--- src/rtl/fetch_pkg.sv ---
package fetch_pkg;

	// fetch geometry
	localparam int fetch_num        = 2;
	localparam int fetch_width      = $clog2(fetch_num);
	localparam int addr_align_width = 3;
	localparam int line_bytes       = fetch_num * 4;

	// storage sizes
	localparam int queue_depth      = 8;
	localparam int queue_ptr_width  = $clog2(queue_depth);
	localparam int bht_size         = 64;
	localparam int bht_index_width  = $clog2(bht_size);

	typedef logic [31:0] vaddr_t;

	localparam vaddr_t reset_vec = 32'h0000_1000;

	// control-flow opcodes
	localparam logic [5:0] op_j   = 6'h02;
	localparam logic [5:0] op_jal = 6'h03;
	localparam logic [5:0] op_beq = 6'h04;
	localparam logic [5:0] op_bne = 6'h05;

	typedef struct packed {
		logic [5:0]  opcode;
		logic [4:0]  rs;
		logic [4:0]  rt;
		logic [15:0] imm;
	} instr_i_t;

	typedef struct packed {
		logic [5:0]  opcode;
		logic [25:0] target;
	} instr_j_t;

	// same word, read as branch or as jump
	typedef union packed {
		instr_i_t i_fmt;
		instr_j_t j_fmt;
	} instr_word_u;

	typedef enum logic [1:0] {
		cf_none   = 2'd0,
		cf_branch = 2'd1,
		cf_jump   = 2'd2
	} cf_kind_e;

	typedef struct packed {
		logic     taken;
		cf_kind_e kind;
		vaddr_t   target;
	} branch_predict_t;

	// resolve info coming back from execute
	typedef struct packed {
		logic   valid;
		vaddr_t pc;
		logic   taken;
		logic   mispredict;
		vaddr_t target;
	} branch_resolved_t;

	typedef struct packed {
		logic   read;
		vaddr_t vaddr;
		logic   flush;
	} icache_req_t;

	typedef struct packed {
		logic                     stall;
		logic [fetch_num*32-1:0]  data;
	} icache_res_t;

	typedef struct packed {
		vaddr_t          vaddr;
		instr_word_u     instr;
		branch_predict_t predict;
	} fetch_entry_t;

	function automatic vaddr_t align_vaddr(input vaddr_t addr);
		return {addr[31:addr_align_width], {addr_align_width{1'b0}}};
	endfunction

endpackage

--- src/rtl/branch_predictor.sv ---
`timescale 1ns/1ps

module branch_predictor (
	input  logic                                                clk,
	input  logic                                                rst,
	input  fetch_pkg::vaddr_t                                   line_vaddr,
	input  fetch_pkg::instr_word_u     [fetch_pkg::fetch_num-1:0] instr,
	input  logic                       [fetch_pkg::fetch_num-1:0] instr_valid,
	input  fetch_pkg::branch_resolved_t                         resolved_branch,
	output fetch_pkg::branch_predict_t [fetch_pkg::fetch_num-1:0] predict,
	output logic                                                predict_valid,
	output fetch_pkg::vaddr_t                                   predict_vaddr
);

	// two-bit saturating counters, msb is the taken guess
	logic [1:0] bht [fetch_pkg::bht_size];

	logic [fetch_pkg::bht_index_width-1:0] update_index;
	logic [1:0]                            update_ctr;

	for (genvar i = 0; i < fetch_pkg::fetch_num; i++) begin : gen_slot
		fetch_pkg::vaddr_t                     slot_vaddr;
		fetch_pkg::vaddr_t                     jump_target;
		fetch_pkg::vaddr_t                     branch_target;
		logic [fetch_pkg::bht_index_width-1:0] bht_index;
		logic                                  is_jump;
		logic                                  is_branch;
		fetch_pkg::branch_predict_t            slot_predict;

		assign slot_vaddr = fetch_pkg::align_vaddr(line_vaddr) + 32'(i * 4);

		// j format view
		assign is_jump = (instr[i].j_fmt.opcode == fetch_pkg::op_j) ||
			(instr[i].j_fmt.opcode == fetch_pkg::op_jal);
		assign jump_target = {slot_vaddr[31:28], instr[i].j_fmt.target, 2'b00};

		// i format view, no delay slot so offset is from the next word
		assign is_branch = (instr[i].i_fmt.opcode == fetch_pkg::op_beq) ||
			(instr[i].i_fmt.opcode == fetch_pkg::op_bne);
		assign branch_target = slot_vaddr + 32'd4 +
			{{14{instr[i].i_fmt.imm[15]}}, instr[i].i_fmt.imm, 2'b00};

		assign bht_index = slot_vaddr[2 +: fetch_pkg::bht_index_width];

		always_comb begin
			if (is_jump) begin
				slot_predict.kind   = fetch_pkg::cf_jump;
				slot_predict.taken  = instr_valid[i];
				slot_predict.target = jump_target;
			end else if (is_branch) begin
				slot_predict.kind   = fetch_pkg::cf_branch;
				slot_predict.taken  = instr_valid[i] & bht[bht_index][1];
				slot_predict.target = branch_target;
			end else begin
				slot_predict.kind   = fetch_pkg::cf_none;
				slot_predict.taken  = 1'b0;
				slot_predict.target = slot_vaddr + 32'd4;
			end
		end

		assign predict[i] = slot_predict;
	end

	// the lowest taken slot steers the next fetch
	always_comb begin
		predict_valid = 1'b0;
		predict_vaddr = '0;
		for (int i = fetch_pkg::fetch_num - 1; i >= 0; i--) begin
			if (predict[i].taken) begin
				predict_valid = 1'b1;
				predict_vaddr = predict[i].target;
			end
		end
	end

	assign update_index = resolved_branch.pc[2 +: fetch_pkg::bht_index_width];
	assign update_ctr   = bht[update_index];

	always_ff @(posedge clk or posedge rst) begin
		if (rst) begin
			// weakly not taken
			for (int i = 0; i < fetch_pkg::bht_size; i++) begin
				bht[i] <= 2'b01;
			end
		end else if (resolved_branch.valid) begin
			if (resolved_branch.taken && update_ctr != 2'b11) begin
				bht[update_index] <= update_ctr + 2'd1;
			end else if (!resolved_branch.taken && update_ctr != 2'b00) begin
				bht[update_index] <= update_ctr - 2'd1;
			end
		end
	end

endmodule

--- src/rtl/instr_fetch.sv ---
`timescale 1ns/1ps

module instr_fetch (
	input  logic                        clk,
	input  logic                        rst,
	input  logic                        flush_pc,
	input  fetch_pkg::vaddr_t           flush_vaddr,
	input  fetch_pkg::branch_resolved_t resolved_branch,
	input  fetch_pkg::icache_res_t      icache_res,
	input  logic                        fetch_ready,
	output fetch_pkg::icache_req_t      icache_req,
	output fetch_pkg::fetch_entry_t     fetch_entry,
	output logic                        fetch_valid
);

	logic              redirect;
	logic              hold_pc;
	logic              queue_full;
	fetch_pkg::vaddr_t pc;

	// stage 2 state
	logic                                s2_valid;
	logic                                s2_fresh;
	fetch_pkg::vaddr_t                   s2_vaddr;
	logic [fetch_pkg::fetch_num*32-1:0]  s2_line;
	logic [fetch_pkg::fetch_num*32-1:0]  s2_line_q;
	fetch_pkg::vaddr_t                   line_vaddr;
	logic [fetch_pkg::fetch_width-1:0]   fetch_offset;

	fetch_pkg::instr_word_u     [fetch_pkg::fetch_num-1:0] instr;
	logic                       [fetch_pkg::fetch_num-1:0] instr_valid;
	logic                       [fetch_pkg::fetch_num-1:0] push_mask;
	fetch_pkg::branch_predict_t [fetch_pkg::fetch_num-1:0] predict;
	fetch_pkg::fetch_entry_t    [fetch_pkg::fetch_num-1:0] push_entry;
	logic                                                  predict_valid;
	fetch_pkg::vaddr_t                                     predict_vaddr;
	logic                                                  taken_seen;

	assign redirect = flush_pc | (resolved_branch.valid & resolved_branch.mispredict);
	assign hold_pc  = (icache_res.stall | queue_full) & ~redirect;

	// stage 1, line request straight from the pc register
	assign icache_req.read  = 1'b1;
	assign icache_req.vaddr = fetch_pkg::align_vaddr(pc);
	assign icache_req.flush = redirect;

	pc_generator i_pc_generator (
		.clk,
		.rst,
		.hold_pc,
		.flush_pc,
		.flush_vaddr,
		.resolved_branch,
		.predict_valid,
		.predict_vaddr,
		.pc
	);

	// a taken prediction squashes the sequential line fetched alongside it
	always_ff @(posedge clk or posedge rst) begin
		if (rst) begin
			s2_valid <= 1'b0;
			s2_fresh <= 1'b0;
			s2_vaddr <= '0;
		end else begin
			s2_fresh <= ~hold_pc;
			if (redirect) begin
				s2_valid <= 1'b0;
			end else if (!hold_pc) begin
				s2_valid <= ~predict_valid;
				s2_vaddr <= pc;
			end
		end
	end

	// cache data belongs to stage 2 only right after it loaded
	// later cycles of a hold use the captured copy
	assign s2_line = s2_fresh ? icache_res.data : s2_line_q;

	always_ff @(posedge clk) begin
		s2_line_q <= s2_line;
	end

	assign line_vaddr   = fetch_pkg::align_vaddr(s2_vaddr);
	assign fetch_offset = s2_vaddr[2 +: fetch_pkg::fetch_width];

	for (genvar i = 0; i < fetch_pkg::fetch_num; i++) begin : gen_unpack
		assign instr[i]       = s2_line[i*32 +: 32];
		assign instr_valid[i] = s2_valid & (int'(fetch_offset) <= i);
		assign push_entry[i]  = '{
			vaddr:   line_vaddr + 32'(i * 4),
			instr:   instr[i],
			predict: predict[i]
		};
	end

	// drop slots behind a predicted taken one
	always_comb begin
		taken_seen = 1'b0;
		for (int i = 0; i < fetch_pkg::fetch_num; i++) begin
			push_mask[i] = instr_valid[i] & ~taken_seen & ~hold_pc;
			taken_seen   = taken_seen | (instr_valid[i] & predict[i].taken);
		end
	end

	branch_predictor i_branch_predictor (
		.clk,
		.rst,
		.line_vaddr,
		.instr,
		.instr_valid,
		.resolved_branch,
		.predict,
		.predict_valid,
		.predict_vaddr
	);

	instr_queue i_instr_queue (
		.clk,
		.rst,
		.flush       ( redirect   ),
		.push_entry,
		.push_mask,
		.fetch_ready,
		.full        ( queue_full ),
		.fetch_entry,
		.fetch_valid
	);

endmodule

--- src/rtl/instr_queue.sv ---
`timescale 1ns/1ps

module instr_queue (
	input  logic                                             clk,
	input  logic                                             rst,
	input  logic                                             flush,
	input  fetch_pkg::fetch_entry_t [fetch_pkg::fetch_num-1:0] push_entry,
	input  logic                    [fetch_pkg::fetch_num-1:0] push_mask,
	input  logic                                             fetch_ready,
	output logic                                             full,
	output fetch_pkg::fetch_entry_t                          fetch_entry,
	output logic                                             fetch_valid
);

	fetch_pkg::fetch_entry_t mem [fetch_pkg::queue_depth];

	logic [fetch_pkg::queue_ptr_width-1:0] head;
	logic [fetch_pkg::queue_ptr_width-1:0] tail;
	logic [fetch_pkg::queue_ptr_width:0]   count;
	logic [fetch_pkg::queue_ptr_width:0]   push_num;
	logic [fetch_pkg::queue_ptr_width-1:0] wr_ptr [fetch_pkg::fetch_num];
	logic                                  pop;

	// pack the kept slots into consecutive entries
	always_comb begin
		push_num = '0;
		for (int i = 0; i < fetch_pkg::fetch_num; i++) begin
			wr_ptr[i] = tail + push_num[fetch_pkg::queue_ptr_width-1:0];
			if (push_mask[i]) begin
				push_num = push_num + 1'b1;
			end
		end
	end

	always_ff @(posedge clk) begin
		for (int i = 0; i < fetch_pkg::fetch_num; i++) begin
			if (push_mask[i] && !flush) begin
				mem[wr_ptr[i]] <= push_entry[i];
			end
		end
	end

	// nothing stale goes out while the queue is being cleared
	assign fetch_valid = (count != '0) & ~flush;
	assign fetch_entry = mem[head];
	assign pop         = fetch_valid & fetch_ready;

	// room for a whole line is needed before the next push
	assign full = (fetch_pkg::queue_depth - int'(count)) < fetch_pkg::fetch_num;

	always_ff @(posedge clk or posedge rst) begin
		if (rst) begin
			head  <= '0;
			tail  <= '0;
			count <= '0;
		end else if (flush) begin
			head  <= '0;
			tail  <= '0;
			count <= '0;
		end else begin
			head  <= head + {{(fetch_pkg::queue_ptr_width-1){1'b0}}, pop};
			tail  <= tail + push_num[fetch_pkg::queue_ptr_width-1:0];
			count <= count + push_num - {{fetch_pkg::queue_ptr_width{1'b0}}, pop};
		end
	end

endmodule

--- src/rtl/pc_generator.sv ---
`timescale 1ns/1ps

module pc_generator (
	input  logic                        clk,
	input  logic                        rst,
	input  logic                        hold_pc,
	input  logic                        flush_pc,
	input  fetch_pkg::vaddr_t           flush_vaddr,
	input  fetch_pkg::branch_resolved_t resolved_branch,
	input  logic                        predict_valid,
	input  fetch_pkg::vaddr_t           predict_vaddr,
	output fetch_pkg::vaddr_t           pc
);

	fetch_pkg::vaddr_t pc_next;
	fetch_pkg::vaddr_t next_line;
	logic              mispredict;

	assign mispredict = resolved_branch.valid & resolved_branch.mispredict;

	// sequential fetch always restarts on a line boundary
	assign next_line = fetch_pkg::align_vaddr(pc) + 32'(fetch_pkg::line_bytes);

	always_comb begin
		if (flush_pc) begin
			pc_next = flush_vaddr;
		end else if (mispredict) begin
			pc_next = resolved_branch.target;
		end else if (hold_pc) begin
			pc_next = pc;
		end else if (predict_valid) begin
			pc_next = predict_vaddr;
		end else begin
			pc_next = next_line;
		end
	end

	always_ff @(posedge clk or posedge rst) begin
		if (rst) begin
			pc <= fetch_pkg::reset_vec;
		end else begin
			pc <= pc_next;
		end
	end

endmodule

--- config.mk ---
export PLATFORM = sky130hd
export DESIGN_NAME = instr_fetch
export DESIGN_NICKNAME = d
export VERILOG_FILES = /design/src/rtl/fetch_pkg.sv /design/src/rtl/branch_predictor.sv /design/src/rtl/instr_fetch.sv /design/src/rtl/instr_queue.sv /design/src/rtl/pc_generator.sv
export SDC_FILE = /design/constraint.sdc
export NUM_CORES = 2
export LEC_CHECK = 0
export ABC_AREA = 1
export BUFFER_PORTS_ARGS = -buffer_cell sky130_fd_sc_hd__buf_2
export CORE_MARGIN = 4
export CORE_UTILIZATION = 50
export DETAILED_ROUTE_END_ITERATION = 7
export PLACE_DENSITY = 0.7
export SKIP_CTS_REPAIR_TIMING = 1
export SLEW_MARGIN = 10
export SYNTH_ARGS = -nofsm -noshare
export SYNTH_HDL_FRONTEND = slang
export SYNTH_SLANG_ARGS = --single-unit
--- constraint.sdc ---
create_clock -name clk -period 5.6 [get_ports clk]
set_input_delay 0.56 -clock clk [delete_from_list [all_inputs] [get_ports clk]]
set_output_delay 0.56 -clock clk [all_outputs]
set_load 0.03 [all_outputs]
==> flow_summary.yaml <==
layout:
  stdcell_count: 7955
  area_growth_pct: 11.5
  layout-drive-gt1-share: 0.123
  nNetsFinal: 6705
yosys:
  synthXorXnorAreaFrac: 0.00883
  synthFlopType: "edfxtp_1"
  synth_area_mm2: 0.0545
  yosysWarningCount: 0
  synthSimpleGateAreaFrac: 0.200
  synthAdderAreaFrac: 0.0187
  async_flop_share: 0.195
  synth-edff-count: 752
  muxShareOfSynthArea: 0
  synth_seq_cells: 1024
  synth_area_leaders: "edfxtp_1 41%, nor2_1 7.9%, nand2_1 7.8%, o22ai_1 7.0%, dfrtp_1 6.2%"
  syn_area_per_cell_um2: 8.57
  yosysTopAreaCell: "edfxtp_1"
  synth_top_family_by_area: "simple AND/OR/NAND/NOR gates"
  synth_compound_area_frac: 0.166
  syn_inst: 6365
  synth.top_cell.area_share: 0.414
  seq_area_frac_synth: 0.534
  synth.distinct_cells: 58
cts:
  clk_latency_ps: 720
  cts_tree: "yes"
  cts_htree_levels: 3
  clk_path_buf_depth: 3
  clock-sinks: 1024
  path_clk_slew_ps: 70
  cts-root-buf: "clkbuf_16"
  cts_made_buffers: 109
worst_setup_path:
  critPathRequiredTime_ps: 6210
  startpoint_type: "flop"
  worst-setup-path-type: "reg2reg"
  path_max_fanout: 34
  max_stage_delay_ps: 770
  end_kind: "flop"
  r2r_start: "s2_fresh"
  r2r_cells: 20
  r2r-end: "i_pc_generator.pc[24]"
  crit_slowest_cell: "o21a_1"
  crit_top_cell: "nand2_1"
  arrival_ps: 5300
  cp_cell_sequence: "inv_2 > or2_2 > o21a_1 > ha_1 > nand2_1 > inv_1 > nand2_1 > nand2_1 > a21oi_1 > nand4_1 > nand3_1 > nand2_1 > nand2_1 > nor2_1 > nor2_1 > nand2_1 > nand2_1 > nand2_1 > nand2_1 > nand2_1"
  r2r_slack_ps: 910
floorplan:
  die_w_um: 338
  start_util: 0.507
  dieArea_mm2: 0.114
  io_pins: 302
  num_rows: 120
  core_mm2: 0.108
  chipHeight_um: 338
sta:
  finalSetupViolCount: 0
  post-route-period-util: 0.837
  hold_ws_ps: -28.6
  max_slew.worst_pin.slew_ps: 1220
  rsz0062_at_grt: "no"
  tns_ps: 0
  fin_crit_ps: 4690
  clock_skew_ps: 23.4
  slew_violations: 0
  fmax_mhz: 213
  hold_viol: 12
  max_slew_margin: 0.185
global_routing:
  grtUsageTotal: 0.341
  grt_pass1_vias: 46286
  grt_antenna_before_repair: 3
  grt_max_degree: 205
  grt.overflow.total: 0
  grt_pass1_wl_um: 297000
detailed_routing:
  drt_iter0_drc: 6936
  wl_per_cell_um: 25.5
  routed_wl_um: 203000
  drc: 1
  dr.pass1.iters: 8
  vias: 49529
  postRouteAntennaNets: 0
  viasPerCell: 6.23
power:
  internal_power_uw: 15700
  power_density_mw_per_mm2: 457
  clkPwrFrac: 0.260
  power_frac_seq: 0.341
  p_leak_uw: 0.0241
  p_comb_frac: 0.399
  peakVddDrop_mv: 0.266
  power.switching_uw: 12100
  p_sw_frac: 0.437
placement:
  place_hpwl_um: 135000
  place_congestion: 1.04
  place_inst: 7750
  portBuffers: 263
outcome:
  status: "complete, but fails checks"
  violations: "DRC, hold timing"
job:
  maxCapViolations: 0
worst_hold_path:
  hold_path_class: "in2async"
==> kinds of logic after synthesis <==
group,count (synthesis)
and+or+nand+nor,2696
AOI/OAI and AO/OA,1565
DFF,1024
buffers and inverters,944
adders and majority gates,79
xor gates and xnor gates,55
other,2
==> power by group through the flow <==
stage	clock, µW	sequential [µW]	combinational (µW)
2_1_floorplan	0	9270	6970
3_3_place_gp	0	9560	10700
3_5_place_dp	0	9570	10700
4_1_cts	7260	9430	10800
5_1_grt	7570	9490	11900
6_report	7230	9470	11100
==> cell type report <==
cell class / count / area [µm²]
fill: 9692 / 46800
sequential: 1024 / 29100
tap: 1403 / 1760
inverter: 502 / 1910
clock buffer: 142 / 2900
timing repair buffer: 418 / 2910
antenna: 1 / 2.50
clock inverter: 62 / 621
multi-input combinational: 4403 / 21600
==> through the flow <==
step	setup WS, ps	power, µW	area, µm²	util	hold WS, ps
final	912	27800	60800	0.565	-28.6
after global routing	712	29000	60800	0.565	5.84
after CTS	1070	27500	60800	0.565	-41.9
after detailed placement	921	20300	57300	0.532	431
after global placement	954	20200	57300	0.532	428
after floorplan	319	16200	54600	-	414
==> worst max path at each step <==
stage	cells past startpoint	from	slack, ps	end
finish	20	s2_fresh	910	i_pc_generator.pc[24]
global route	20	s2_fresh	710	i_pc_generator.pc[24]
CTS	20	s2_fresh	1070	i_pc_generator.pc[24]
detailed placement	18	resolved_branch[66]	920	i_instr_queue.mem[3][51]
global placement	24	resolved_branch[38]	950	i_branch_predictor.bht[13]
floorplan	19	i_instr_queue.count[0]	320	i_instr_queue.mem[2][92]
==> routing by layer <==
layer  track usage  wire length (µm)  vias up  share of wire
met1         0.464             78800    23467           0.39
li1              -                 -    22218              -
met4         0.162             11200        4          0.055
met5             0                21        -        0.00010
met2         0.515             88200     3281           0.43
met3        0.0820             24700      559           0.12
==> worst max-delay path: cells and delay by family (launching register included) <==
kind / cells / cell delay [ps]
DFF: 1 / 490
buffers and inverters: 2 / 490
and+or+nand+nor: 15 / 2120
AOI/OAI and AO/OA: 2 / 990
adders and majority gates: 1 / 450
==> flip-flops by register name, indices dropped and copies added, names as in the netlist, 3 cells and up, named ones only <==
signal	count
i_branch_predictor.bht	64
i_instr_queue.count	4
i_instr_queue.head	3
i_instr_queue.mem	760
i_instr_queue.tail	3
i_pc_generator.pc	30
s2_line_q	64
s2_vaddr	30
==> cells in the final DEF (no fill, tap or decap), drive strengths merged, types with 2 or more instances in the layout <==
master,Yosys,routed
o221ai,6,6
nor4,15,15
nor3,58,58
a21boi,3,3
o211ai,9,9
a22oi,21,21
xor2,30,30
fa,4,4
clkbuf,212,142
o22ai,608,608
a221oi,11,11
dfstp,65,65
nand4,47,47
a21oi,105,105
and2,5,5
a31oi,97,97
o21a,2,2
a22o,4,4
xnor2,25,25
edfxtp,752,752
o41ai,4,4
bufinv,0,9
nand3,205,205
dfxtp,72,72
dfrtp,135,135
buf,230,418
clkinv,40,77
clkinvlp,0,10
nand3b,13,13
conb,2,8
o31ai,3,3
nor2,1163,1163
nand2,1142,1142
o21bai,7,7
ha,75,75
o21ai,683,683
or2,48,48
inv,462,468
==> Yosys cell counts, types with 75 or more instances <==
library cell	instances
nor2_1	1153
nand2_1	1133
edfxtp_1	752
o21ai_0	618
o22ai_1	608
inv_1	421
clkbuf_1	212
nand3_1	199
buf_2	153
dfrtp_1	135
a21oi_1	101
a31oi_1	97
ha_1	75
No activity file was read; power rests on OpenSTA's default activity.
